<file path="src/common/cu_consts.svh">
`ifndef CU_CONSTS_SVH
`define CU_CONSTS_SVH

// Instruction word layout
`define INSTR_W 16
`define OPC_HI 15
`define OPC_LO 12
`define OPC_W (`OPC_HI - `OPC_LO + 1)
`define FUNCT_W 3
`define SHAMT_W 6

// Control field widths
`define SEL_W 2
`define KIND_W 3
`define DIR_W 2

// Step numbering, step 0 means no instruction in flight
`define STEP_W 4
`define STEP_IDLE 4'd0
`define STEP_SETUP 4'd1
`define STEP_EXEC 4'd2 // Branch compare, jump PC load, shift loop
`define STEP_WB 4'd3
`define STEP_BR_PC 4'd4
`define STEP_BR_END 4'd5

`endif

</file>
<file path="src/common/cuPkg.sv">
`include "cu_consts.svh"

package cuPkg;

	typedef enum logic [`OPC_W-1:0]
	{
		RTYPE = 4'd0,
		ADDI = 4'd1,
		ANDI = 4'd2,
		SLL = 4'd4,
		SRL = 4'd5,
		SRA = 4'd6,
		BREQ = 4'd13,
		BRNE = 4'd14,
		JUMP = 4'd15
	} opcodeT;

	// Encoded as the R-type funct field
	typedef enum logic [`FUNCT_W-1:0]
	{
		ADD = 3'b000,
		SUB = 3'b001,
		OR = 3'b011,
		AND = 3'b100,
		SLT = 3'b101,
		XOR = 3'b110
	} aluOpT;

	typedef enum logic [`KIND_W-1:0]
	{
		KIND_ALU,
		KIND_SLT,
		KIND_IMM,
		KIND_SHIFT,
		KIND_BRANCH,
		KIND_JUMP,
		KIND_NONE
	} opKindT;

	typedef enum logic [`SEL_W-1:0] {PC_SEQ = 2'b00, PC_JUMP = 2'b01, PC_BRANCH = 2'b10} pcSelT;

	typedef enum logic [`SEL_W-1:0] {SEL_REG = 2'b00, SEL_PC = 2'b01, SEL_RF = 2'b10, SEL_IMM = 2'b11} operandSelT;

	typedef enum logic [`DIR_W-1:0] {SH_LEFT, SH_LOGIC_RIGHT, SH_ARITH_RIGHT} shiftDirT;

endpackage

</file>
<file path="src/hdl/instrFetch.sv">
`timescale 1ns/1ps
`include "cu_consts.svh"

module instrFetch
(
	input logic CLK,
	input logic rstN,
	input logic fetchAck,
	input logic [`INSTR_W-1:0] instrIn,
	input logic instrDone,
	output logic fetchReq,
	output logic fetchPcEn,
	output logic [`INSTR_W-1:0] instrWord,
	output logic instrValid
);

	typedef enum logic [1:0] {IDLE, REQ, WAIT_DROP, HOLD} fetchStateT;

	fetchStateT state;
	fetchStateT nextState;
	logic capture;

	assign capture = (state == REQ) && fetchAck;

	always_comb
	begin
		nextState = state;
		case (state)
			IDLE:
				nextState = REQ;
			REQ:
				if (fetchAck)
					nextState = WAIT_DROP;
			WAIT_DROP:
				if (!fetchAck) // Four-phase return to zero
					nextState = HOLD;
			HOLD:
				if (instrDone)
					nextState = REQ;
			default:
				nextState = IDLE;
		endcase
	end

	always_ff @(posedge CLK or negedge rstN)
	begin
		if (!rstN)
		begin
			state <= IDLE;
			fetchPcEn <= 1'b0;
		end
		else
		begin
			state <= nextState;
			fetchPcEn <= capture; // PC advances once per fetched word
		end
	end

	always_ff @(posedge CLK)
	begin
		if (capture)
			instrWord <= instrIn;
	end

	assign fetchReq = (state == REQ);
	assign instrValid = (state == HOLD);

endmodule

</file>
<file path="src/hdl/opDecoder.sv">
`timescale 1ns/1ps
`include "cu_consts.svh"

module opDecoder
	import cuPkg::*;
(
	input logic [`INSTR_W-1:0] instrWord,
	output opKindT opKind,
	output aluOpT aluOp,
	output logic [`SHAMT_W-1:0] shiftAmt,
	output shiftDirT shiftDir,
	output logic branchOnZero
);

	opcodeT opcode;
	aluOpT funct;

	assign opcode = opcodeT'(instrWord[`OPC_HI:`OPC_LO]);
	assign funct = aluOpT'(instrWord[`FUNCT_W-1:0]);
	assign shiftAmt = instrWord[`SHAMT_W-1:0];

	always_comb
	begin
		opKind = KIND_NONE;
		aluOp = ADD;
		shiftDir = SH_LEFT;
		branchOnZero = 1'b0;
		case (opcode)
			RTYPE:
			begin
				case (funct)
					ADD, SUB, OR, AND, XOR:
					begin
						opKind = KIND_ALU;
						aluOp = funct;
					end
					SLT:
					begin
						opKind = KIND_SLT;
						aluOp = SLT;
					end
					default:
						opKind = KIND_NONE; // Old multiply and spare functs
				endcase
			end
			ADDI:
			begin
				opKind = KIND_IMM;
				aluOp = ADD;
			end
			ANDI:
			begin
				opKind = KIND_IMM;
				aluOp = AND;
			end
			SLL:
				opKind = KIND_SHIFT;
			SRL:
			begin
				opKind = KIND_SHIFT;
				shiftDir = SH_LOGIC_RIGHT;
			end
			SRA:
			begin
				opKind = KIND_SHIFT;
				shiftDir = SH_ARITH_RIGHT;
			end
			BREQ, BRNE:
			begin
				opKind = KIND_BRANCH;
				aluOp = SUB; // Compare by subtraction
				branchOnZero = (opcode == BREQ);
			end
			JUMP:
				opKind = KIND_JUMP;
			default:
				opKind = KIND_NONE; // Loads, stores and spare opcodes
		endcase
	end

endmodule

</file>
<file path="src/sequencer/stepSequencer.sv">
`timescale 1ns/1ps
`include "cu_consts.svh"

module stepSequencer
	import cuPkg::*;
(
	input logic CLK,
	input logic rstN,
	input logic instrValid,
	input opKindT opKind,
	input logic [`SHAMT_W-1:0] shiftAmt,
	input logic branchOnZero,
	input logic zFlag,
	input logic nFlag,
	output logic [`STEP_W-1:0] step,
	output logic shiftActive,
	output logic takeBranch,
	output logic sltNeg,
	output logic instrDone
);

	logic [`STEP_W-1:0] stepCnt;
	logic [`SHAMT_W-1:0] shiftCnt;
	logic lastStep;
	logic inShift;
	logic inBranch;
	logic inSlt;

	assign inShift = instrValid && (opKind == KIND_SHIFT);
	assign inBranch = instrValid && (opKind == KIND_BRANCH);
	assign inSlt = instrValid && (opKind == KIND_SLT);

	assign step = instrValid ? stepCnt : `STEP_IDLE;

	// Step counter parks on the shift step while bits remain
	assign shiftActive = inShift && (stepCnt == `STEP_EXEC) && (shiftCnt != '0);

	always_comb
	begin
		case (opKind)
			KIND_ALU, KIND_SLT, KIND_IMM, KIND_JUMP:
				lastStep = (stepCnt == `STEP_WB);
			KIND_BRANCH:
				lastStep = (stepCnt == `STEP_BR_END);
			KIND_SHIFT:
				lastStep = (stepCnt == `STEP_EXEC) && (shiftCnt == '0);
			default:
				lastStep = (stepCnt == `STEP_SETUP); // No-op just refetches
		endcase
	end

	assign instrDone = instrValid && lastStep;

	always_ff @(posedge CLK or negedge rstN)
	begin
		if (!rstN)
			stepCnt <= `STEP_SETUP;
		else if (instrDone)
			stepCnt <= `STEP_SETUP;
		else if (instrValid && !shiftActive)
			stepCnt <= stepCnt + 1'b1;
	end

	always_ff @(posedge CLK or negedge rstN)
	begin
		if (!rstN)
			shiftCnt <= '0;
		else if (inShift && (stepCnt == `STEP_SETUP))
			shiftCnt <= shiftAmt;
		else if (shiftActive)
			shiftCnt <= shiftCnt - 1'b1;
	end

	// Flags are valid at the end of the compare step
	always_ff @(posedge CLK or negedge rstN)
	begin
		if (!rstN)
		begin
			takeBranch <= 1'b0;
			sltNeg <= 1'b0;
		end
		else
		begin
			if (inBranch && (stepCnt == `STEP_EXEC))
				takeBranch <= (zFlag == branchOnZero);
			if (inSlt && (stepCnt == `STEP_SETUP))
				sltNeg <= nFlag;
		end
	end

endmodule

</file>
<file path="src/sequencer/controlWordGen.sv">
`timescale 1ns/1ps
`include "cu_consts.svh"

module controlWordGen
	import cuPkg::*;
(
	input opKindT opKind,
	input aluOpT aluOp,
	input shiftDirT shiftDir,
	input logic [`STEP_W-1:0] step,
	input logic shiftActive,
	input logic takeBranch,
	input logic sltNeg,
	input logic fetchPcEn,
	output operandSelT aSel,
	output operandSelT bSel,
	output aluOpT aluOpOut,
	output logic lda,
	output logic rfEn,
	output logic sl,
	output logic sr,
	output logic srSel,
	output logic pcEn,
	output logic instTypeSel,
	output pcSelT pcMuxSel
);

	logic seqPcEn;

	always_comb
	begin
		aSel = SEL_REG;
		bSel = SEL_REG;
		aluOpOut = ADD;
		lda = 1'b0;
		rfEn = 1'b0;
		sl = 1'b0;
		sr = 1'b0;
		srSel = 1'b0;
		instTypeSel = 1'b0;
		pcMuxSel = PC_SEQ;
		seqPcEn = 1'b0;
		case (opKind)
			KIND_ALU, KIND_IMM:
			begin
				if (step != `STEP_IDLE)
				begin
					aSel = SEL_RF;
					if (opKind == KIND_IMM)
						bSel = SEL_IMM;
					else
						bSel = SEL_RF;
					aluOpOut = aluOp;
				end
				lda = (step == `STEP_SETUP) || (step == `STEP_EXEC);
				rfEn = (step == `STEP_WB);
			end
			KIND_SLT:
			begin
				case (step)
					`STEP_SETUP:
					begin
						aSel = SEL_RF;
						bSel = SEL_RF;
						aluOpOut = SUB;
					end
					`STEP_EXEC:
					begin
						lda = 1'b1;
						aluOpOut = aluOp;
					end
					`STEP_WB:
					begin
						if (sltNeg)
							bSel = SEL_IMM; // Constant one when a < b
						rfEn = 1'b1;
						aluOpOut = aluOp;
					end
				endcase
			end
			KIND_SHIFT:
			begin
				case (step)
					`STEP_SETUP:
					begin
						aSel = SEL_RF;
						lda = 1'b1;
					end
					`STEP_EXEC:
					begin
						aSel = SEL_RF;
						if (shiftActive)
						begin
							sl = (shiftDir == SH_LEFT);
							sr = (shiftDir != SH_LEFT);
							srSel = (shiftDir == SH_ARITH_RIGHT);
						end
						else
							rfEn = 1'b1;
					end
				endcase
			end
			KIND_BRANCH:
			begin
				case (step)
					`STEP_SETUP, `STEP_EXEC:
					begin
						instTypeSel = 1'b1;
						aSel = SEL_RF;
						bSel = SEL_RF;
						aluOpOut = aluOp;
					end
					`STEP_WB:
					begin
						aSel = SEL_PC; // Target is PC plus offset
						bSel = SEL_IMM;
						lda = 1'b1;
						if (takeBranch)
							pcMuxSel = PC_BRANCH;
					end
					`STEP_BR_PC:
					begin
						aSel = SEL_RF;
						bSel = SEL_IMM;
						if (takeBranch)
						begin
							pcMuxSel = PC_BRANCH;
							seqPcEn = 1'b1;
						end
					end
					`STEP_BR_END:
					begin
						aSel = SEL_RF;
						bSel = SEL_IMM;
					end
				endcase
			end
			KIND_JUMP:
			begin
				if (step != `STEP_IDLE)
				begin
					aSel = SEL_RF;
					bSel = SEL_IMM;
				end
				if ((step == `STEP_SETUP) || (step == `STEP_EXEC))
					pcMuxSel = PC_JUMP;
				seqPcEn = (step == `STEP_EXEC);
			end
			default:
				seqPcEn = 1'b0;
		endcase
		pcEn = fetchPcEn | seqPcEn;
	end

endmodule

</file>
<file path="src/hdl/controlUnit.sv">
`timescale 1ns/1ps
`include "cu_consts.svh"

module controlUnit
	import cuPkg::*;
(
	input logic CLK,
	input logic rstN,
	input logic fetchAck,
	input logic [`INSTR_W-1:0] instrIn,
	input logic zFlag,
	input logic nFlag,
	output logic fetchReq,
	output operandSelT aSel,
	output operandSelT bSel,
	output aluOpT aluOpOut,
	output logic lda,
	output logic rfEn,
	output logic sl,
	output logic sr,
	output logic srSel,
	output logic pcEn,
	output logic instTypeSel,
	output pcSelT pcMuxSel
);

	logic fetchPcEn;
	logic [`INSTR_W-1:0] instrWord;
	logic instrValid;
	logic instrDone;
	opKindT opKind;
	aluOpT aluOp;
	logic [`SHAMT_W-1:0] shiftAmt;
	shiftDirT shiftDir;
	logic branchOnZero;
	logic [`STEP_W-1:0] step;
	logic shiftActive;
	logic takeBranch;
	logic sltNeg;

	instrFetch fetch (.CLK(CLK), .rstN(rstN), .fetchAck(fetchAck), .instrIn(instrIn),
		.instrDone(instrDone), .fetchReq(fetchReq), .fetchPcEn(fetchPcEn),
		.instrWord(instrWord), .instrValid(instrValid));

	opDecoder decoder (.instrWord(instrWord), .opKind(opKind), .aluOp(aluOp),
		.shiftAmt(shiftAmt), .shiftDir(shiftDir), .branchOnZero(branchOnZero));

	stepSequencer sequencer (.CLK(CLK), .rstN(rstN), .instrValid(instrValid),
		.opKind(opKind), .shiftAmt(shiftAmt), .branchOnZero(branchOnZero),
		.zFlag(zFlag), .nFlag(nFlag), .step(step), .shiftActive(shiftActive),
		.takeBranch(takeBranch), .sltNeg(sltNeg), .instrDone(instrDone));

	controlWordGen ctrlWord (.opKind(opKind), .aluOp(aluOp), .shiftDir(shiftDir),
		.step(step), .shiftActive(shiftActive), .takeBranch(takeBranch),
		.sltNeg(sltNeg), .fetchPcEn(fetchPcEn), .aSel(aSel), .bSel(bSel),
		.aluOpOut(aluOpOut), .lda(lda), .rfEn(rfEn), .sl(sl), .sr(sr),
		.srSel(srSel), .pcEn(pcEn), .instTypeSel(instTypeSel), .pcMuxSel(pcMuxSel));

endmodule

</file>
<file path="config.mk">
export PLATFORM = sky130hd
export DESIGN_NAME = controlUnit
export DESIGN_NICKNAME = d
export VERILOG_FILES = /design/src/common/cuPkg.sv /design/src/hdl/instrFetch.sv /design/src/hdl/opDecoder.sv /design/src/sequencer/stepSequencer.sv /design/src/sequencer/controlWordGen.sv /design/src/hdl/controlUnit.sv
export VERILOG_INCLUDE_DIRS = /design/src /design/src/common
export SDC_FILE = /design/constraint.sdc
export NUM_CORES = 1
export LEC_CHECK = 0
export BUFFER_PORTS_ARGS = -buffer_cell sky130_fd_sc_hd__buf_2
export CAP_MARGIN = 40
export CORE_MARGIN = 3
export CORE_UTILIZATION = 40
export DETAILED_ROUTE_END_ITERATION = 8
export SYNTH_ARGS = -nofsm -noshare
export SYNTH_HDL_FRONTEND = slang
export SYNTH_SLANG_ARGS = --single-unit
</file>
<file path="constraint.sdc">
create_clock -name CLK -period 2.5 [get_ports CLK]
set_clock_uncertainty 0.15 [all_clocks]
set_input_delay 0.375 -clock CLK [delete_from_list [all_inputs] [get_ports CLK]]
set_output_delay 0.375 -clock CLK [all_outputs]
set_load 0.05 [all_outputs]
</file>
* After elaboration in Yosys (flattened, before gate mapping)
Index checks and enable logic that the tools add are counted. Widths: inputs -> output; s select.
Storage, ports and cells: bits in registers 31, output and inout port bits 17, word-level logic and storage cells 140
Cells by class: reductions and logical operators 38, bitwise logic cells 1, eq/ne operators 35, muxes and demuxes 57, add/sub/neg operators 2
Operators by type and width (number):
- $eq 4x3->1 const B | 6
- $pmux 2 s4 | 3
- $mux 2 | 11
- $mux 1 | 21
- $eq 4x2->1 const B | 5
- $pmux 2 s2 | 5
- $pmux 3 s2 | 3
- $pmux 3 s3 | 2
- $eq 3x3->1 const B | 5
- $pmux 3 s5 | 1
- $eq 4x1->1 const B | 3
- $eq 4x4->1 const B | 3
- $logic_and 1x1->1 | 12
- $mux 4 | 3
- $mux 6 | 2
- $reduce_or 2->1 | 6
- $eq 3x2->1 const B | 3
- $reduce_or 3->1 | 3
- $reduce_or 4->1 | 2
- $eq 2x2->1 const B | 3
- $eq 3x1->1 const B | 2
- $logic_not 3->1 | 2
- $logic_not 6->1 | 1
- $mux 3 | 2
- other kinds (18) | 24

* Logic depth before layout (Yosys ltp)
depth after elaboration 12, mapped depth 9, gate-level depth less buffers 8

* Cells and area by module
From an unflattened synthesis, not the netlist that was laid out.
Unflattened totals: cell total of the unflattened synthesis 231, area total of the unflattened synthesis 2258.4 µm²
By module, submodules not included:
- stepSequencer | cells each 96, area an instance 897.1 µm², times used 1, sequential area each 301.5 µm²
- instrFetch | cells each 31, area an instance 663.1 µm², times used 1, sequential area each 555.5 µm²
- controlWordGen | cells each 71, area an instance 473.0 µm², times used 1, sequential area each 0.0 µm²
- opDecoder | cells each 33, area an instance 225.2 µm², times used 1, sequential area each 0.0 µm²

* Worst setup path after synthesis
Ideal clock, no wire load.
kind reg-to-output, from reg fetch.state[0], to out srSel, path buffers 2, cell stages (with the launch flop) 9, path slack -1.316 ns, arrival 3.291 ns, path through dfrtp_1 -> ha_1 -> buf_4 -> inv_1 -> nor3_2 -> nand4_1 -> buf_2 -> or3_1 -> nor4_1
Between the ends: longest elaborated chain between the ends 7
RTL lines:
- start, declared | line instrFetch.sv:19 | fetchStateT state;
- start signal, assigned | line instrFetch.sv:54 | state <= nextState;
- $eq 2x2->1 (*) | line instrFetch.sv:66 | assign instrValid = (state == HOLD);
- $logic_and 1x1->1 | line stepSequencer.sv:29 | assign inShift = instrValid && (opKind == KIND_SHIFT);
- $logic_and 1x1->1 (2 in a row) | line stepSequencer.sv:36 | assign shiftActive = inShift && (stepCnt == `STEP_EXEC) && (shiftCnt != '0);
- $mux 1 | line controlWordGen.sv:92 | if (shiftActive)
- $mux 1 (*) | line controlWordGen.sv:83 | case (step)
- $mux 1 (*) | line controlWordGen.sv:43 | case (opKind)
- end, declared | line controlUnit.sv:21 | output logic srSel,
Mark *: on every way between the ends. The rest lies on a longest branch, timed or not.

* Worst setup path in the final report
from reg fetch.instrWord[13], to out bSel[1]
Between the ends: longest elaborated chain between the ends 6
RTL lines:
- start, declared | line instrFetch.sv:13 | output logic [`INSTR_W-1:0] instrWord,
- start signal, assigned | line instrFetch.sv:62 | instrWord <= instrIn;
- $eq 4x3->1 (tied with other cells) | line opDecoder.sv:28 | case (opcode)
- $reduce_or 3->1 (no line) (tied with other cells)
- $pmux 3 s5 (*) | line opDecoder.sv:28
- $eq 3x2->1 / $logic_not 3->1 (equally long branches) | line controlWordGen.sv:43
- $reduce_or 2->1 | line controlWordGen.sv:43
- $pmux 2 s4 (*) | line controlWordGen.sv:43
- end, declared | line controlUnit.sv:15 | output operandSelT bSel,
Marked as above.

==> run_results.csv <==
group,metric,value,unit
synth,yosysUniqueCellTypes,48,
global_route,gr-usage-met3,3.32,%
detailed_routing,drcViolationCount,0,
worst_setup_path,slowest_stage,"or4b_4",
worst_setup_path,crit_chain,"or4b_4 > o211ai_4 > buf_6 > a21oi_4 > a21oi_2 > o211ai_1 > buf_4",
detailed_routing,wirelength,4790,um
timing,fmax,0.380,GHz
final_layout,drive_gt1_share,48.6,%
detailed_routing,first_pass_iters,4,
synth,synth_flop_cell,"dfrtp_1",
timing,slew_headroom,67.8,%
power,power,0.00255,W
timing,fin_ws,-0.134,ns
clock_network,cts_sinks,25,
worst_setup_path,worstPathMaxFanout,4,
detailed_routing,via_per_inst,5.40,
floorplan,die_w,72.1,um
worst_setup_path,critPathCaptureType,"output port",
timing,timing.final.hold_violations,0,
synth,synth-seq-area-share,38.7,%
power,p_int,0.00141,W
clock_network,cts_buffers,3,
final_layout,syn2layout_area_growth,55.0,%
synth,async_flop_share,60.0,%
clock_network,cts_root_buf,"clkbuf_8",
power,p_sw,0.00114,W
status,status,"complete, but fails checks",
power,p_clk_share,10.3,%
floorplan,start_util,42.5,%
floorplan,die_area,5200,um^2
global_route,grt_overflow_total,0,
status,violations,"setup timing",
global_route,grt_pass1_vias,1662,
floorplan,die_height,72.1,um
clock_network,htree_levels,1,
timing,final_max_slew_viol_count,0,
global_route,grt_max_degree,17,
final_layout,num_antenna_cells,0,
synth,syn_inst,202,
job,maxCapViolations,0,
global_route,grt.busiest_layer,"met2",
global_route,met1_usage,25.0,%
final_layout,postLayoutCoreUtil,65.9,%
place,portBuffers,31,
worst_setup_path,path_buf_inv,2,
worst_setup_path,max_stage_delay,0.53,ns
final_layout,num-nets-final,306,
clock_network,clockBufferDepth,2,
timing,worst_pin_slew,0.483,ns
detailed_routing,wire_per_inst,14.7,um
power,share_seq_of_total_power,28.5,%
final_layout,multi_input_area,1260,um^2
global_route,antenna_found_initial,0,
floorplan,rows,23,
clock_network,cts_tree,"built",
worst_hold_path,hold_path_class,"in -> reg",
detailed_routing,vias,1762,
timing,rsz0062_at_grt,"yes",
global_route,grt_use_total,18.5,%
worst_setup_path,critical-path-top-delay-family,"simple AND/OR/NAND/NOR gates",
power,combPwrFrac,61.3,%
synth,synth_top_area_share,20.0,%
synth,yosysTopAreaCell,"dfrtp_1",
power,powerDensity,939,nW/um^2
timing,finalSetupViolations,12,
place,place.gp.congestion,0.800,
global_route,use_met2,30.6,%
place,dp_hpwl,3480,um
synth,ys_ff_latch,25,
power,ir_drop,0.522,mV
final_layout,fin_cells,326,
final_layout,seq_area,677,um^2
synth,synth-edff-count,10,
synth,postSynthAreaPerCell,8.66,um^2
detailed_routing,drtIter0Drc,75,
timing,period_needed,2.63,ns
synth,syn_nets,231,
synth,synth.area.top_cells,"dfrtp_1 (20%), edfxtp_1 (17%), nor2_1 (5.8%)",
synth,yosys_warnings,0,
final_layout,fill_cells,334,
worst_setup_path,required,1.98,ns
place,place_inst,307,
power,p_sw_share,44.6,%
timing,hold_ws,0.121,ns
floorplan,ios,38,
timing,period_share,105,%
floorplan,core_region_area,4120,um^2
worst_setup_path,arrival,2.11,ns
global_route,grt_pass1_wl,7590,um
worst_setup_path,critPathLaunchType,"flip-flop",
synth,netlist_area,1750,um^2
clock_network,clkTransAtPathRegs,0.09,ns
timing,timing.setup.tns,-0.862,ns
power,p_leak,1.14,nW
clock_network,clkLatencyLatePin,0.28,ns
worst_setup_path,worst-setup-path-type,"reg -> out",
detailed_routing,ant_nets,0,
[power groups by stage]
| stage | sequential (W) | combinational [W] | clock [W] |
|---|---|---|---|
| finish | 0.000725 | 0.00156 | 0.000261 |
| global route | 0.000744 | 0.00170 | 0.000281 |
| CTS | 0.000717 | 0.00143 | 0.000268 |
| detailed placement | 0.000719 | 0.00129 | 0 |
| global placement | 0.000717 | 0.00127 | 0 |
| floorplan | 0.000680 | 0.000892 | 0 |
[worst reg2reg max path, delay by kind of cell, from the launching register on]
kind | cells | cell delay, ns
simple gates | 1 | 0.53
buf+inv | 2 | 0.25
flops | 1 | 0.47
compound gates | 5 | 1.06
[layout make-up]
class	count	share of cell area [%]
clock buffer	3	1.52
multi-input combinational	154	46.6
tap	50	2.31
sequential	25	25.0
timing repair buffer	82	22.8
clock inverter	1	0.323
inverter	11	1.52
[kinds of logic (layout without fill, tap and decap cells)]
logic type	count (synthesis)	count (layout)	synth area share, %
adders and majority gates	8	8	5.72
xor gates and xnor gates	10	10	5.01
buffers and inverters	23	97	5.65
DFF	25	25	38.7
muxes	3	3	1.86
and+or+nand+nor	82	82	23.2
AOI/OAI and AO/OA	51	51	19.9
[what timing repair did]
item / in CTS / in global routing
hold buffers: 1 / 0
gates resized for setup: 43 / 20
endpoints found under the hold margin: 14 / 0
buffers inserted: 6 / 8
setup endpoints to repair: 13 / 20
pin swaps: 12 / 7
gates cloned: 0 / 0
[worst paths after layout]
kind | startpoint | end | slack, ns | depth (start not counted)
min in group asynchronous | rstN | sequencer.takeBranch$_DFFE_PN0P_ | 0.37 | 2
max in group asynchronous | rstN | sequencer.stepCnt[0]$_DFFE_PN1P_ | 1.51 | 2
hold / removal | instrIn[1] | fetch.instrWord[1]$_DFFE_PP_ | 0.12 | 1
hold reg to reg | fetch.instrWord[3]$_DFFE_PP_ | sequencer.shiftCnt[3]$_DFFE_PN0P_ | 0.36 | 2
setup reg to reg | fetch.instrWord[13]$_DFFE_PP_ | sequencer.stepCnt[2]$_DFFE_PN0P_ | 0 | 8
setup / recovery | fetch.instrWord[13]$_DFFE_PP_ | bSel[1] | -0.13 | 7
[metal layers]
| layer | part of all wire (%) | wire [um] |
|---|---|---|
| met2 | 50 | 2380 |
| met5 | 0 | 0 |
| met1 | 46 | 2190 |
| met3 | 3.3 | 157 |
| met4 | 1.3 | 62 |
[cells in the mapped netlist, types with 4 or more instances]
cell type	n
a21oi_1	20
nand2_1	16
nor2_1	27
o22ai_1	4
xnor2_1	8
o21ai_0	4
nor3_1	6
inv_1	11
edfxtp_1	10
clkbuf_1	9
dfrtp_1	14
ha_1	8
nand3_1	11
[registers in the layout (all words and copies together), names as in the netlist]
name                  flops
fetch.state               2
fetch.instrWord          10
sequencer.shiftCnt        6
sequencer.takeBranch      1
sequencer.stepCnt         4
fetch.fetchPcEn           1
sequencer.sltNeg          1
[layout by cell type (no fill, tap or decap), types with 3 or more instances in the layout]
cell type | synthesis | routed
dfrtp_1 | 14 | 14
nor2_1 | 27 | 23
nand2_1 | 16 | 16
nor3_4 | 0 | 5
o211ai_1 | 3 | 3
nand3_2 | 0 | 3
xnor2_1 | 8 | 7
ha_1 | 8 | 6
buf_4 | 1 | 52
buf_2 | 1 | 17
nor2_4 | 0 | 3
a21oi_2 | 0 | 3
buf_6 | 1 | 11
clkbuf_8 | 0 | 3
a21oi_1 | 20 | 15
edfxtp_1 | 10 | 10
nand3_1 | 11 | 8
inv_1 | 11 | 7
nand4_1 | 3 | 3
inv_2 | 0 | 4
[through the flow]
step / setup WS [ns] / cell area, um^2
floorplan: -0.358 / 1870
global placement: -0.0112 / 2290
detailed placement: -0.0237 / 2290
CTS: -0.150 / 2550
global route: -0.234 / 2710
finish: -0.134 / 2710
Power figures use the tool's default switching activity.
